### src/rtl/blkenc_pkg.sv
// Block encrypt package with widths, shared data types and AES byte helpers

package blkenc_pkg;

  // ----------------------------------------
  // Widths and depths
  // ----------------------------------------
  localparam int BlkLen       = 128;
  localparam int KeyLen       = 256;
  localparam int CmdLen       = 3;
  localparam int IdLen        = 4;
  localparam int NumRounds    = 14;
  localparam int TagFifoDepth = 2;

  // Tag FIFO pointer and occupancy widths
  localparam int TagPtrW = (TagFifoDepth > 1) ? $clog2(TagFifoDepth) : 1;
  localparam int TagCntW = $clog2(TagFifoDepth + 1);

  // ----------------------------------------
  // Data types
  // ----------------------------------------

  // One cipher block, byte 0 sits in bits 127:120
  typedef union packed {
    logic [BlkLen-1:0]  flat;
    logic [0:15][7:0]   bytes;
  } blk_u;

  typedef struct packed {
    logic [CmdLen-1:0] cmd;
    logic [IdLen-1:0]  id;
  } tag_t;

  typedef struct packed {
    logic [KeyLen-1:0] key;
    blk_u              v;
    tag_t              tag;
  } blkenc_req_t;

  // ----------------------------------------
  // AES helpers
  // ----------------------------------------

  // Forward S-box, entry 0 in the top byte
  localparam logic [2047:0] SBoxTable = {
    128'h637c777bf26b6fc53001672bfed7ab76,
    128'hca82c97dfa5947f0add4a2af9ca472c0,
    128'hb7fd9326363ff7cc34a5e5f171d83115,
    128'h04c723c31896059a071280e2eb27b275,
    128'h09832c1a1b6e5aa0523bd6b329e32f84,
    128'h53d100ed20fcb15b6acbbe394a4c58cf,
    128'hd0efaafb434d338545f9027f503c9fa8,
    128'h51a3408f929d38f5bcb6da2110fff3d2,
    128'hcd0c13ec5f974417c4a77e3d645d1973,
    128'h60814fdc222a908846eeb814de5e0bdb,
    128'he0323a0a4906245cc2d3ac629195e479,
    128'he7c8376d8dd54ea96c56f4ea657aae08,
    128'hba78252e1ca6b4c6e8dd741f4bbd8b8a,
    128'h703eb5664803f60e613557b986c11d9e,
    128'he1f8981169d98e949b1e87e9ce5528df,
    128'h8ca1890dbfe6426841992d0fb054bb16
  };

  function automatic logic [7:0] aes_sbox(input logic [7:0] b);
    return SBoxTable[8 * (255 - int'(b)) +: 8];
  endfunction

  // Multiply by x in GF(2^8) modulo x^8 + x^4 + x^3 + x + 1
  function automatic logic [7:0] xtime(input logic [7:0] b);
    return {b[6:0], 1'b0} ^ (b[7] ? 8'h1b : 8'h00);
  endfunction

endpackage

### src/rtl/blkenc_req_capture.sv
// Request capture register holding one accepted request for the cipher core
`timescale 1ns/1ps

module blkenc_req_capture (
  input  logic                          clk_i,
  input  logic                          arst_n_i,
  input  logic                          enable_i,
  input  logic                          req_i,
  input  logic [blkenc_pkg::KeyLen-1:0] key_i,
  input  logic [blkenc_pkg::BlkLen-1:0] v_i,
  input  blkenc_pkg::tag_t              tag_i,
  output logic                          rdy_o,
  input  logic                          core_idle_i,
  output logic                          cap_valid_o,
  output blkenc_pkg::blkenc_req_t       cap_req_o
);
  import blkenc_pkg::*;

  logic        valid_q;
  logic        accept;
  logic        take;
  blkenc_req_t req_q;

  // Room for a new request only while the holding slot is empty
  assign rdy_o  = enable_i & ~valid_q;
  assign accept = req_i & rdy_o;
  assign take   = cap_valid_o & core_idle_i;

  always_ff @(posedge clk_i or negedge arst_n_i) begin
    if (!arst_n_i) begin
      valid_q <= 1'b0;
    end else if (!enable_i) begin
      valid_q <= 1'b0;
    end else if (accept) begin
      valid_q <= 1'b1;
    end else if (take) begin
      valid_q <= 1'b0;
    end
  end

  always_ff @(posedge clk_i) begin
    if (accept) begin
      req_q.key    <= key_i;
      req_q.v.flat <= v_i;
      req_q.tag    <= tag_i;
    end
  end

  assign cap_valid_o = enable_i & valid_q;
  assign cap_req_o   = req_q;

endmodule

### config.mk
export PLATFORM = sky130hd
export DESIGN_NAME = blkenc_req_capture
export DESIGN_NICKNAME = d
export VERILOG_FILES = /design/src/rtl/blkenc_pkg.sv /design/src/rtl/blkenc_req_capture.sv
export SDC_FILE = /design/constraint.sdc
export NUM_CORES = 1
export LEC_CHECK = 0
export BUFFER_PORTS_ARGS = -buffer_cell sky130_fd_sc_hd__buf_4
export CORE_AREA = 2 2 308 310
export DETAILED_ROUTE_END_ITERATION = 7
export DIE_AREA = 0 0 310 312
export PLACE_DENSITY = 0.41
export SETUP_SLACK_MARGIN = 0.15
export SLEW_MARGIN = 20
export SYNTH_ARGS = -nofsm -noshare
export SYNTH_HDL_FRONTEND = slang
export SYNTH_SLANG_ARGS = --single-unit
### constraint.sdc
create_clock -name clk_i -period 9.9 [get_ports clk_i]
set_input_delay 1.98 -clock clk_i [delete_from_list [all_inputs] [get_ports clk_i]]
set_output_delay 1.98 -clock clk_i [all_outputs]
set_load 0.005 [all_outputs]
==> run summary <==
Worst Path Arrival = 2.41 ns
Relative slew slack = 0.340
Worst skew pair latency = 0.59 ns
Final critical-path share of the clock period = 0.443
Root buf cell = clkbuf_16
Final-report hold violation count = 0
Syn Std Cell Area = 11,800 um^2
Syn nets = 793
Clock-pin slew on the worst setup and hold paths = 0.06 ns
Initial antenna violation count = 7
Synth Instances = 397
Min-delay worst type = reg2reg
Non-filler instance count after layout = 2,528
Number of diodes = 0
Core area = 93,000 um^2
XOR/XNOR share of the synthesized area = 0
Placed insts = 2,443
Sink Count = 392
Flop-to-flop setup slack = 6.90 ns
Complex-gate fraction of the synthesized area = 0.000848
Simple-gate share of the synthesized area = 0.00265
Mux cell area share after synthesis = 0
Largest net degree at the start of global routing = 145
Startpoint Class = input port
Skew final = 0.0139 ns
Synth unique cells = 7
Fmax = 228 MHz
Area delta synth->final = 76.7%
Pwr Density = 187 nW/um^2
First-iteration detailed-routing DRC count = 477
# rows = 112
DRC viols = 0
Final GP Congestion = 0.799
Die Wd = 310 um
Via/cell ratio = 2.95
Max-cap violations = 0
Final Util = 0.224
Setup TNS = 0 ns
CP Capture Type = primary output
Clk buf depth = 3
End point of the critical path = cap_valid_o
First-pass detailed-route iteration total = 4
Post CTS Setup Buffer Count = 0
FF+latch count, synth = 392
Sequential share of the synthesized area = 0.997
Minimum clock period after layout = 4.39 ns
Crit Path Max Fanout = 3
Post-synth EDFFs = 391
Count of final setup violators = 0
Final slew viol count = 0
CTS tree = yes
Yosys warning total = 0
Total gr overflow = 0
RSZ-0062 raised after global routing = false
Average wire per standard cell = 16.9 um
Area leader, netlist = edfxtp_1
Cts repair resizes = 0
WP data required = 7.92 ns
Top-area cell type share of the netlist area = 0.994
Post-route ant nets = 0
Drt total wl = 42.8 mm
Area contributors post-synth = edfxtp_1 99%, dfrtp_1 0.21%, nor2b_4 0.12%, o211a_1 0.085%, and2_2 0.064%
Reg2reg start = valid_q
Status = finished clean
Post-Syn Area per Cell = 29.7 um^2
Post-synth top flop = edfxtp_1
DP HPWL = 33.2 mm
LEAKAGE = 8.22 nW
Critical Path Start = enable_i
Total track usage = 0.0827
Layout cells sized above 1 = 0.677
Most frequent cell after synthesis = edfxtp_1
First-pass GRT wire length = 57.4 mm
IO Port Bufs = 788
Via count = 7,447
Post-synthesis adder-cell area fraction = 0
Worst Tran Pin Value = 0.990 ns
Htree depth = 2
I/O pins = 789
Initial Util = 0.127
RR Endpoint = cap_req_o[227]
Hold slack = 0.603 ns
Nets = 1,634
Worst R2R Path Depth = 4
Post-synth ARST share = 0.00255
Number of hold buffers added after CTS = 0
Vias in the first global route = 8,082
Largest family of logic cells by synthesized area = simple AND/OR/NAND/NOR gates
Die H = 312 um
Peak supply drop = 0.127 mV
Area of the die = 96,700 um^2
Kind of critical path = in2out
CTS buffer count = 47
-- flip-flops by register name (all words and copies together), names as in the netlist --
register	cells
cap_req_o	391
valid_q	1
-- through the flow --
stage                     area, um^2  total power [W]  setup WS (ns)
after floorplan                11800          0.00201           2.55
after global placement         19300          0.00225           5.34
after detailed placement       19300          0.00225           5.26
after CTS                      20900          0.00401           5.51
after global routing           20900          0.00408           5.49
final                          20900          0.00391           5.51
-- logic make-up after synthesis --
kind of cell    after synthesis
compound gates                1
flops                       392
simple gates                  4
-- cell usage in the layout, fill, tap and decap left out, drive strengths merged --
| cell type | n |
|---|---|
| o211a | 1 |
| clkbuf | 58 |
| inv | 1 |
| dfrtp | 1 |
| edfxtp | 391 |
| clkinv | 21 |
| clkinvlp | 1 |
| nor2b | 1 |
| buf | 792 |
| and2 | 2 |
| bufinv | 4 |
| nand2 | 1 |
-- critical path, cell delays in order --
cell    delay (ns)
buf_4         0.12
and2_2        0.18
buf_4         0.13
-- worst min-delay path by stage --
stage            start       to  slack (ns)  cells past startpoint
3_5_place_dp   valid_q  valid_q        0.59                      1
4_1_cts        valid_q  valid_q        0.60                      1
6_report       valid_q  valid_q        0.60                      1
3_3_place_gp   valid_q  valid_q        0.58                      1
2_1_floorplan  valid_q  valid_q        0.56                      1
5_1_grt        valid_q  valid_q        0.64                      1
-- report_power, final --
| part | switching, W | internal, W | leakage [nW] |
|---|---|---|---|
| registers | 0.0000207 | 0.00191 | 3.64 |
| clock network | 0.000693 | 0.00101 | 0.743 |
| logic | 0.000104 | 0.000170 | 3.84 |
-- metal layers --
metal / GRT usage / vias to the layer above / share of wire / routed length (um)
met5: 0 / - / 0.0013 / 55
met4: 0.0332 / 8 / 0.029 / 1250
met3: 0.0366 / 83 / 0.11 / 4740
met2: 0.154 / 458 / 0.54 / 22900
met1: 0.0782 / 3578 / 0.32 / 13800
li1: - / 3320 / - / -
-- cell type report --
cell class                      instances  area [um^2]
Clock inverter                         27          241
Fill cell                            9882        72200
Timing Repair Buffer                  792         5970
Multi-Input combinational cell          5         43.8
Tap cell                             1254         1570
Sequential cell                       392        11800
Clock buffer                           58         1270
Power figures use the tool's default switching activity.
