`src/rtl/blkenc_pkg.sv`:
```
// Block encrypt package with widths, shared data types and AES byte helpers

package blkenc_pkg;

  // ----------------------------------------
  // Widths and depths
  // ----------------------------------------
  localparam int BlkLen       = 128;
  localparam int KeyLen       = 256;
  localparam int CmdLen       = 3;
  localparam int IdLen        = 4;
  localparam int NumRounds    = 14;
  localparam int TagFifoDepth = 2;

  // Tag FIFO pointer and occupancy widths
  localparam int TagPtrW = (TagFifoDepth > 1) ? $clog2(TagFifoDepth) : 1;
  localparam int TagCntW = $clog2(TagFifoDepth + 1);

  // ----------------------------------------
  // Data types
  // ----------------------------------------

  // One cipher block, byte 0 sits in bits 127:120
  typedef union packed {
    logic [BlkLen-1:0]  flat;
    logic [0:15][7:0]   bytes;
  } blk_u;

  typedef struct packed {
    logic [CmdLen-1:0] cmd;
    logic [IdLen-1:0]  id;
  } tag_t;

  typedef struct packed {
    logic [KeyLen-1:0] key;
    blk_u              v;
    tag_t              tag;
  } blkenc_req_t;

  // ----------------------------------------
  // AES helpers
  // ----------------------------------------

  // Forward S-box, entry 0 in the top byte
  localparam logic [2047:0] SBoxTable = {
    128'h637c777bf26b6fc53001672bfed7ab76,
    128'hca82c97dfa5947f0add4a2af9ca472c0,
    128'hb7fd9326363ff7cc34a5e5f171d83115,
    128'h04c723c31896059a071280e2eb27b275,
    128'h09832c1a1b6e5aa0523bd6b329e32f84,
    128'h53d100ed20fcb15b6acbbe394a4c58cf,
    128'hd0efaafb434d338545f9027f503c9fa8,
    128'h51a3408f929d38f5bcb6da2110fff3d2,
    128'hcd0c13ec5f974417c4a77e3d645d1973,
    128'h60814fdc222a908846eeb814de5e0bdb,
    128'he0323a0a4906245cc2d3ac629195e479,
    128'he7c8376d8dd54ea96c56f4ea657aae08,
    128'hba78252e1ca6b4c6e8dd741f4bbd8b8a,
    128'h703eb5664803f60e613557b986c11d9e,
    128'he1f8981169d98e949b1e87e9ce5528df,
    128'h8ca1890dbfe6426841992d0fb054bb16
  };

  function automatic logic [7:0] aes_sbox(input logic [7:0] b);
    return SBoxTable[8 * (255 - int'(b)) +: 8];
  endfunction

  // Multiply by x in GF(2^8) modulo x^8 + x^4 + x^3 + x + 1
  function automatic logic [7:0] xtime(input logic [7:0] b);
    return {b[6:0], 1'b0} ^ (b[7] ? 8'h1b : 8'h00);
  endfunction

endpackage

```
`src/rtl/blkenc_resp_stage.sv`:
```
// Response stage pairing cipher results with queued command and id tags
`timescale 1ns/1ps

module blkenc_resp_stage (
  input  logic                          clk_i,
  input  logic                          arst_n_i,
  input  logic                          enable_i,
  input  logic                          tag_push_i,
  input  blkenc_pkg::tag_t              tag_i,
  input  logic                          res_valid_i,
  input  blkenc_pkg::blk_u              res_i,
  input  logic                          rdy_i,
  output logic                          pop_o,
  output logic                          valid_o,
  output logic [blkenc_pkg::BlkLen-1:0] v_o,
  output blkenc_pkg::tag_t              tag_o,
  output logic                          ack_o,
  output logic [2:0]                    fifo_err_o,
  output logic                          tag_pending_o
);
  import blkenc_pkg::*;

  tag_t               tag_mem [TagFifoDepth];
  logic [TagPtrW-1:0] wptr_q;
  logic [TagPtrW-1:0] rptr_q;
  logic [TagCntW-1:0] cnt_q;
  logic               full;
  logic               empty;
  logic               do_push;
  logic               do_pop;

  assign full    = (cnt_q == TagCntW'(TagFifoDepth));
  assign empty   = (cnt_q == '0);
  assign do_push = tag_push_i & ~full;
  assign do_pop  = pop_o & ~empty;

  // ----------------------------------------
  // Tag FIFO
  // ----------------------------------------
  always_ff @(posedge clk_i or negedge arst_n_i) begin
    if (!arst_n_i) begin
      wptr_q <= '0;
      rptr_q <= '0;
      cnt_q  <= '0;
    end else if (!enable_i) begin
      wptr_q <= '0;
      rptr_q <= '0;
      cnt_q  <= '0;
    end else begin
      if (do_push) begin
        wptr_q <= (wptr_q == TagPtrW'(TagFifoDepth - 1)) ? '0 : wptr_q + 1'b1;
      end
      if (do_pop) begin
        rptr_q <= (rptr_q == TagPtrW'(TagFifoDepth - 1)) ? '0 : rptr_q + 1'b1;
      end
      cnt_q <= cnt_q + TagCntW'(do_push) - TagCntW'(do_pop);
    end
  end

  always_ff @(posedge clk_i) begin
    if (do_push) begin
      tag_mem[wptr_q] <= tag_i;
    end
  end

  // ----------------------------------------
  // Result handshake
  // ----------------------------------------
  assign valid_o = res_valid_i;
  assign ack_o   = valid_o & rdy_i;
  assign pop_o   = ack_o;
  assign v_o     = res_i.flat;
  assign tag_o   = tag_mem[rptr_q];

  assign tag_pending_o = enable_i & ~empty;

  // Push while full, pop while empty, count out of step with the pointers
  assign fifo_err_o = {3{enable_i}} & {(tag_push_i & full),
                                       (pop_o & empty),
                                       ((cnt_q > TagCntW'(TagFifoDepth)) |
                                        (empty & (wptr_q != rptr_q)))};

endmodule

```
`config.mk`:
```
export PLATFORM = sky130hd
export DESIGN_NAME = blkenc_resp_stage
export DESIGN_NICKNAME = d
export VERILOG_FILES = /design/src/rtl/blkenc_pkg.sv /design/src/rtl/blkenc_resp_stage.sv
export SDC_FILE = /design/constraint.sdc
export NUM_CORES = 1
export LEC_CHECK = 0
export BUFFER_PORTS_ARGS = -buffer_cell sky130_fd_sc_hd__buf_2
export CORE_AREA = 8 8 103 105
export CTS_CLUSTER_DIAMETER = 80
export DETAILED_ROUTE_END_ITERATION = 7
export DIE_AREA = 0 0 111 113
export PLACE_DENSITY_LB_ADDON = 0.08
export RECOVER_POWER = 100
export REMOVE_ABC_BUFFERS = 1
export SYNTH_ARGS = -nofsm -noshare
export SYNTH_HDL_FRONTEND = slang
export SYNTH_SLANG_ARGS = --single-unit
```
`constraint.sdc`:
```
create_clock -name clk_i -period 1.5 [get_ports clk_i]
set_input_delay 0 -clock clk_i [delete_from_list [all_inputs] [get_ports clk_i]]
set_output_delay 0 -clock clk_i [all_outputs]
set_load 0.01 [all_outputs]
```
==> reports/qor.txt, run 1 <==
Outcome: finished, violations left
Violated checks: negative setup slack
Worst Clk Skew: 6.98 ps
Final Instance Area: 0.00131 mm²
Vias in the first global route: 986
R2R depth: 8
Clk sinks: 18
Antenna violations before repair: 0
Area leader, netlist: buf_4
Slew headroom: 79.2%
Grt total ovfl: 0
Number of synthesized flops with an enable pin: 14
Gate Count Post-Synth: 185
RR Endpoint: cnt_q[1]
Bufs and invs on worst path: 1
DP Area: 0.00116 mm²
CP dominant cell by count: ha_4
RSZ-0062 raised after global routing: true
Hold Crit Start: res_i[91]
Die H: 113 µm
GRT Total Usage: 31.1%
CTS buffer count: 3
Hold Fails Final Rpt: 0
Buffers on Ports: 26
Worst path cell trace: nor2_4, nor2b_4, ha_4, inv_2, ha_4, xnor2_2, xnor2_1, and2_1
Crit path time final: 1620 ps
Post-route ant nets: 0
Worst Path Required: 1650 ps
Top post-synthesis cells by count: buf_4 (131), edfxtp_1 (14), mux2_2 (7), dfrtp_1 (4), nand2_1 (4)
Share of cells above drive strength 1: 47.1%
Final setup margin: -119 ps
Synth top area share: 55.2%
Mean Syn Cell Area: 9.63 µm²
Startpoint types: flip-flop
Tcrit/Tclk final: 108%
Leak: 0.000503 µW
I/O pin total: 283
Worst EP arrival: 1770 ps
Synth top area cells: buf_4 (55%), edfxtp_1 (24%), dfrtp_1 (5.6%)
Clock tree buffer depth: 2
Syn Std Cell Area: 0.00178 mm²
Slew @ Worst Pin: 312 ps
Via count: 1,029
Clk_lat worst skew: 260 ps
Nets: 248
VDD IR max: 339 µV
Critical-path top delay cell: dfrtp_2
Worst setup EP type: flip-flop
Detailed-placement wirelength estimate: 19,700 µm
Primary FF master, synth: edfxtp_1
Drt wl/cell: 94.8 µm
Initial DRC Count: 64
Iteration count of the initial detailed-routing pass: 4
Fmax: 618 MHz
Chip Width: 111 µm
Ys async rst share: 22.2%
Post-synth cell types: 21
Pwr Density: 1480 mW/mm²
Root Buffer: clkbuf_8
Slew Viols, Final: 0
Site Rows: 35
Worst-path clk slew: 80 ps
Die Area: 0.0125 mm²
Dpl cells: 201
Core outline area: 0.00898 mm²
WS Path Type: reg2reg
H-tree lvl count: 1
Final Wtd Congestion: 1.17
Seq/Total Area, Yosys: 29.2%
Post-route DRC violation count: 0
Count of non-filler cells in the finished layout: 215
Setup-failing EPs final: 1
Initial core utilization: 19.8%
Count leader, synth: buf_4
Reg2reg start: cnt_q[1]
Global-route wire length before repair: 23,100 µm
Hold depth: 0
Maxcap violations: 0
Hold EP: v_o[91]
HP Class: in2out
Synth Register Bits: 18
Number of diodes: 0
Crit path max-delay family: flip-flops
Yosys warnings: 0
Largest net degree at the start of global routing: 12
R2R setup slack: -120 ps
Routed wire length: 20,400 µm
Max FO, Critical Path: 3
Max stage delay on crit path: 450 ps
Vias per inst: 4.79
CTS tree: done
Area grow syn2layout: -26.5%
==> final cells by class <==
type | count | area (µm²)
clock inverters | 1 | 3.75
inverters | 1 | 3.75
multi-input cells | 34 | 317
clock buffers | 3 | 41.3
well taps | 111 | 139
repair buffers | 47 | 283
fillers | 1016 | 7670
flip-flops and latches | 18 | 522
==> kinds of logic (layout without fill, tap and decap cells) <==
family	after synthesis	count (layout)	share of synthesized area, %
buf+inv	133	52	55.7
simple gates	20	20	6.67
fa+ha+maj	2	2	1.40
flops	18	18	29.2
mux	9	9	5.55
xor+xnor	3	3	1.47
==> how the worst max path moves through the flow <==
| stage | to | depth (start not counted) | start | slack [ps] |
|---|---|---|---|---|
| after floorplan | cnt_q[1] | 8 | cnt_q[1] | -130 |
| after global placement | cnt_q[1] | 8 | cnt_q[1] | -110 |
| after detailed placement | cnt_q[1] | 8 | cnt_q[1] | -140 |
| after CTS | cnt_q[1] | 8 | cnt_q[1] | -120 |
| after global routing | cnt_q[1] | 8 | cnt_q[1] | -170 |
| final | cnt_q[1] | 8 | cnt_q[1] | -120 |
==> report_power, final <==
| group | total (µW) | switching (µW) | internal (µW) | leakage, µW |
|---|---|---|---|---|
| sequential | 727 | 72.4 | 655 | 0.000182 |
| clock | 375 | 193 | 183 | 0.0000231 |
| combinational | 832 | 389 | 443 | 0.000297 |
==> stage by stage <==
step	total power [µW]	setup slack, ps	util (%)	TNS, ps	hold slack, ps
2_1_floorplan	1060	-126	-	-126	-296
3_3_place_gp	1440	-108	12.9	-108	-173
3_5_place_dp	1450	-139	12.9	-139	-174
4_1_cts	1960	-115	14.7	-115	0.739
5_1_grt	2060	-174	14.6	-265	0.152
6_report	1930	-119	14.6	-119	0.268
==> flip-flops by register name (all words and copies together) (netlist names) <==
register,flops
tag_mem,14
cnt_q,2
rptr_q,1
wptr_q,1
==> per-layer routing <==
| layer | vias up | global-route usage [%] | wire (µm) |
|---|---|---|---|
| met5 | - | 5.37 | 89 |
| li1 | 290 | - | - |
| met1 | 387 | 6.43 | 1650 |
| met2 | 300 | 56.7 | 10700 |
| met3 | 48 | 51.4 | 6810 |
| met4 | 4 | 15.5 | 1150 |
==> placed cells by master, fill, tap and decap left out <==
| cell | Yosys | layout |
|---|---|---|
| edfxtp_1 | 14 | 14 |
| dfrtp_1 | 4 | 3 |
| nand2_1 | 4 | 4 |
| inv_2 | 0 | 1 |
| clkinv_1 | 0 | 1 |
| nor2b_4 | 1 | 1 |
| clkbuf_1 | 0 | 12 |
| ha_4 | 0 | 2 |
| nor2_2 | 1 | 1 |
| nor2_1 | 2 | 1 |
| clkbuf_4 | 0 | 1 |
| xnor2_2 | 0 | 1 |
| and2_1 | 3 | 2 |
| nand2b_4 | 0 | 1 |
| buf_4 | 131 | 8 |
| xor2_1 | 1 | 1 |
| and3_2 | 1 | 1 |
| nor2_4 | 0 | 1 |
| clkbuf_8 | 0 | 3 |
| clkbuf_2 | 0 | 6 |
| and3_1 | 1 | 1 |
| dlygate4sd3_1 | 0 | 8 |
| and2b_2 | 1 | 1 |
| xnor2_1 | 2 | 1 |
| and2_0 | 0 | 1 |
| nand2b_1 | 3 | 2 |
| mux2_2 | 7 | 7 |
| dfrtp_2 | 0 | 1 |
| nand2_2 | 1 | 1 |
| nand3_1 | 2 | 2 |
| buf_2 | 1 | 12 |
| mux2i_1 | 2 | 2 |
==> repair_timing <==
item | in CTS | in global routing
buffers inserted | 2 | 0
endpoints found under the hold margin | 18 | 0
hold buffers | 8 | 0
resized for setup | 5 | 7
pin swaps | 5 | 3
setup endpoints to repair | 1 | 9
(Power assumes the default switching activity.)
==> run 2, diff against run 1 <==
SETUP_SLACK_MARGIN = 0.3   (was not set)
==> run 2 against run 1 <==
Against the previous run: the flow still finishes with violations (negative setup slack); critical path type unchanged; first-iteration DRC count increased by 22%; largest cell class unchanged; setup slack better by 32 ps; core utilization grew 1.2 points; clock power shrank 2%; register-to-register slack gained 30 ps; wire length down 0.16%; sequential share of layout area decreased by 3.1 points; final area is 8.4% higher; critical path depth is the same.
==> reports/qor.txt, run 2 (synthesis results as in run 1) <==
Dpl ws: -139 ps
I/O pin total: 283
VDD IR max: 387 µV
R2R depth: 8
Setup TNS: -135 ps
Area grow syn2layout: -20.4%
Regs by FF count: tag_mem x14, cnt_q x2
Setup-failing EPs final: 2
Final Wtd Congestion: 1.17
Post-route ant nets: 0
Worst EP arrival: 1740 ps
Drt wl/cell: 93.4 µm
Clock tree buffer depth: 2
Reg2reg start: cnt_q[0]
Root Buffer: clkbuf_8
Max FO, Critical Path: 3
Final setup margin: -87.0 ps
Hold depth: 0
Tcrit/Tclk final: 106%
Iteration count of the initial detailed-routing pass: 4
Detailed-placement wirelength estimate: 19,700 µm
Clk_lat worst skew: 260 ps
CTS buffer count: 3
Site Rows: 35
Fmax: 630 MHz
Leak: 0.000559 µW
Vias per inst: 4.60
Initial core utilization: 19.8%
HP Class: in2out
Crit path time final: 1590 ps
H-tree lvl count: 1
Slew Viols, Final: 0
GR peak layer: met2
R2R setup slack: -90 ps
Via count: 1,002
Pwr Density: 1520 mW/mm²
Commonest non-fill, non-tap cell in the layout: edfxtp_1
Antenna violations before repair: 0
Global-route wire length before repair: 23,000 µm
WS Path Type: reg2reg
Worst-path clk slew: 80 ps
Worst Path Required: 1650 ps
Grt met3 use: 47.7%
Met2 GRT Util: 57.4%
Worst Clk Skew: 4.95 ps
Routed wire length: 20,400 µm
Vias in the first global route: 1,020
Most frequent cells in the layout: edfxtp_1 (14), clkbuf_1 (11), buf_6 (11)
Largest Register: tag_mem
Final core utilization: 15.8%
CTS tree: done
Hold EP: v_o[91]
Slew @ Worst Pin: 308 ps
Hold Crit Start: res_i[91]
Core outline area: 0.00898 mm²
Hold Fails Final Rpt: 0
Die Area: 0.0125 mm²
Violated checks: negative setup slack
RSZ-0062 raised after global routing: true
Outcome: finished, violations left
Grt met1 use: 8.60%
Clk sinks: 18
Chip Width: 111 µm
Final Instance Area: 0.00142 mm²
Buffers on Ports: 26
Slew headroom: 79.4%
Initial DRC Count: 78
Post-route DRC violation count: 0
Worst setup EP type: flip-flop
Maxcap violations: 0
Register area: 522 µm²
Max reg flops: 14
Startpoint types: flip-flop
Largest net degree at the start of global routing: 12
Share of cells above drive strength 1: 48.6%
Layout filler cell count: 1,013
RR Endpoint: cnt_q[1]
Die H: 113 µm
Number of diodes: 0
Grt total ovfl: 0
GRT Total Usage: 31.1%
DP Area: 0.00116 mm²
Nets: 251
Multi-input gate area: 347 µm²
run 2: per-layer routing:
| layer | vias to the layer above | part of all wire, % | wire (µm) |
|---|---|---|---|
| met5 | - | 0.30 | 62 |
| met4 | 2 | 5.6 | 1150 |
| met3 | 38 | 31 | 6300 |
| met2 | 262 | 52 | 10700 |
| met1 | 405 | 11 | 2170 |
| li1 | 295 | - | - |
run 2: critical path: stages (launching register included):
cell and delay (ps):
dfrtp_1 420, nor2_4 160, nor2b_4 60, ha_4 260
inv_2 30, ha_4 150, xnor2_2 130, xnor2_1 120
and2_1 150
run 2: area by class of cell:
class,count,area share (%)
repair buffers,50,25.6
well taps,111,9.79
multi-input cells,34,24.4
clock buffers,3,2.91
inverters,1,0.265
clock inverters,1,0.265
flip-flops and latches,18,36.8
run 2: power breakdown:
group | internal [µW] | switching [µW] | leakage, µW
clock | 182 | 186 | 0.0000231
combinational | 627 | 431 | 0.000354
sequential | 655 | 71.2 | 0.000182
run 2: repair_timing:
| item | in CTS | in global routing |
|---|---|---|
| setup endpoints to repair | 27 | 27 |
| hold endpoints to repair | 18 | 0 |
| hold buffers | 8 | 0 |
| buffers inserted | 5 | 0 |
| pin swaps | 8 | 2 |
| gates resized for setup | 39 | 1 |
run 2: worst max-delay path by stage:
stage	from	end	slack, ps
2_1_floorplan	cnt_q[1]	cnt_q[1]	-130
3_3_place_gp	cnt_q[1]	cnt_q[1]	-110
3_5_place_dp	cnt_q[1]	cnt_q[1]	-140
4_1_cts	cnt_q[1]	cnt_q[1]	-90
5_1_grt	cnt_q[0]	cnt_q[1]	-160
6_report	cnt_q[0]	cnt_q[1]	-90
run 2: through the flow:
stage	std cells	total power [µW]	hold WS (ps)
after global placement	201	1440	-173
after detailed placement	201	1450	-174
after floorplan	53	1060	-296
final	218	2150	0.352
after global routing	218	2290	0.152
after CTS	218	2300	0.739
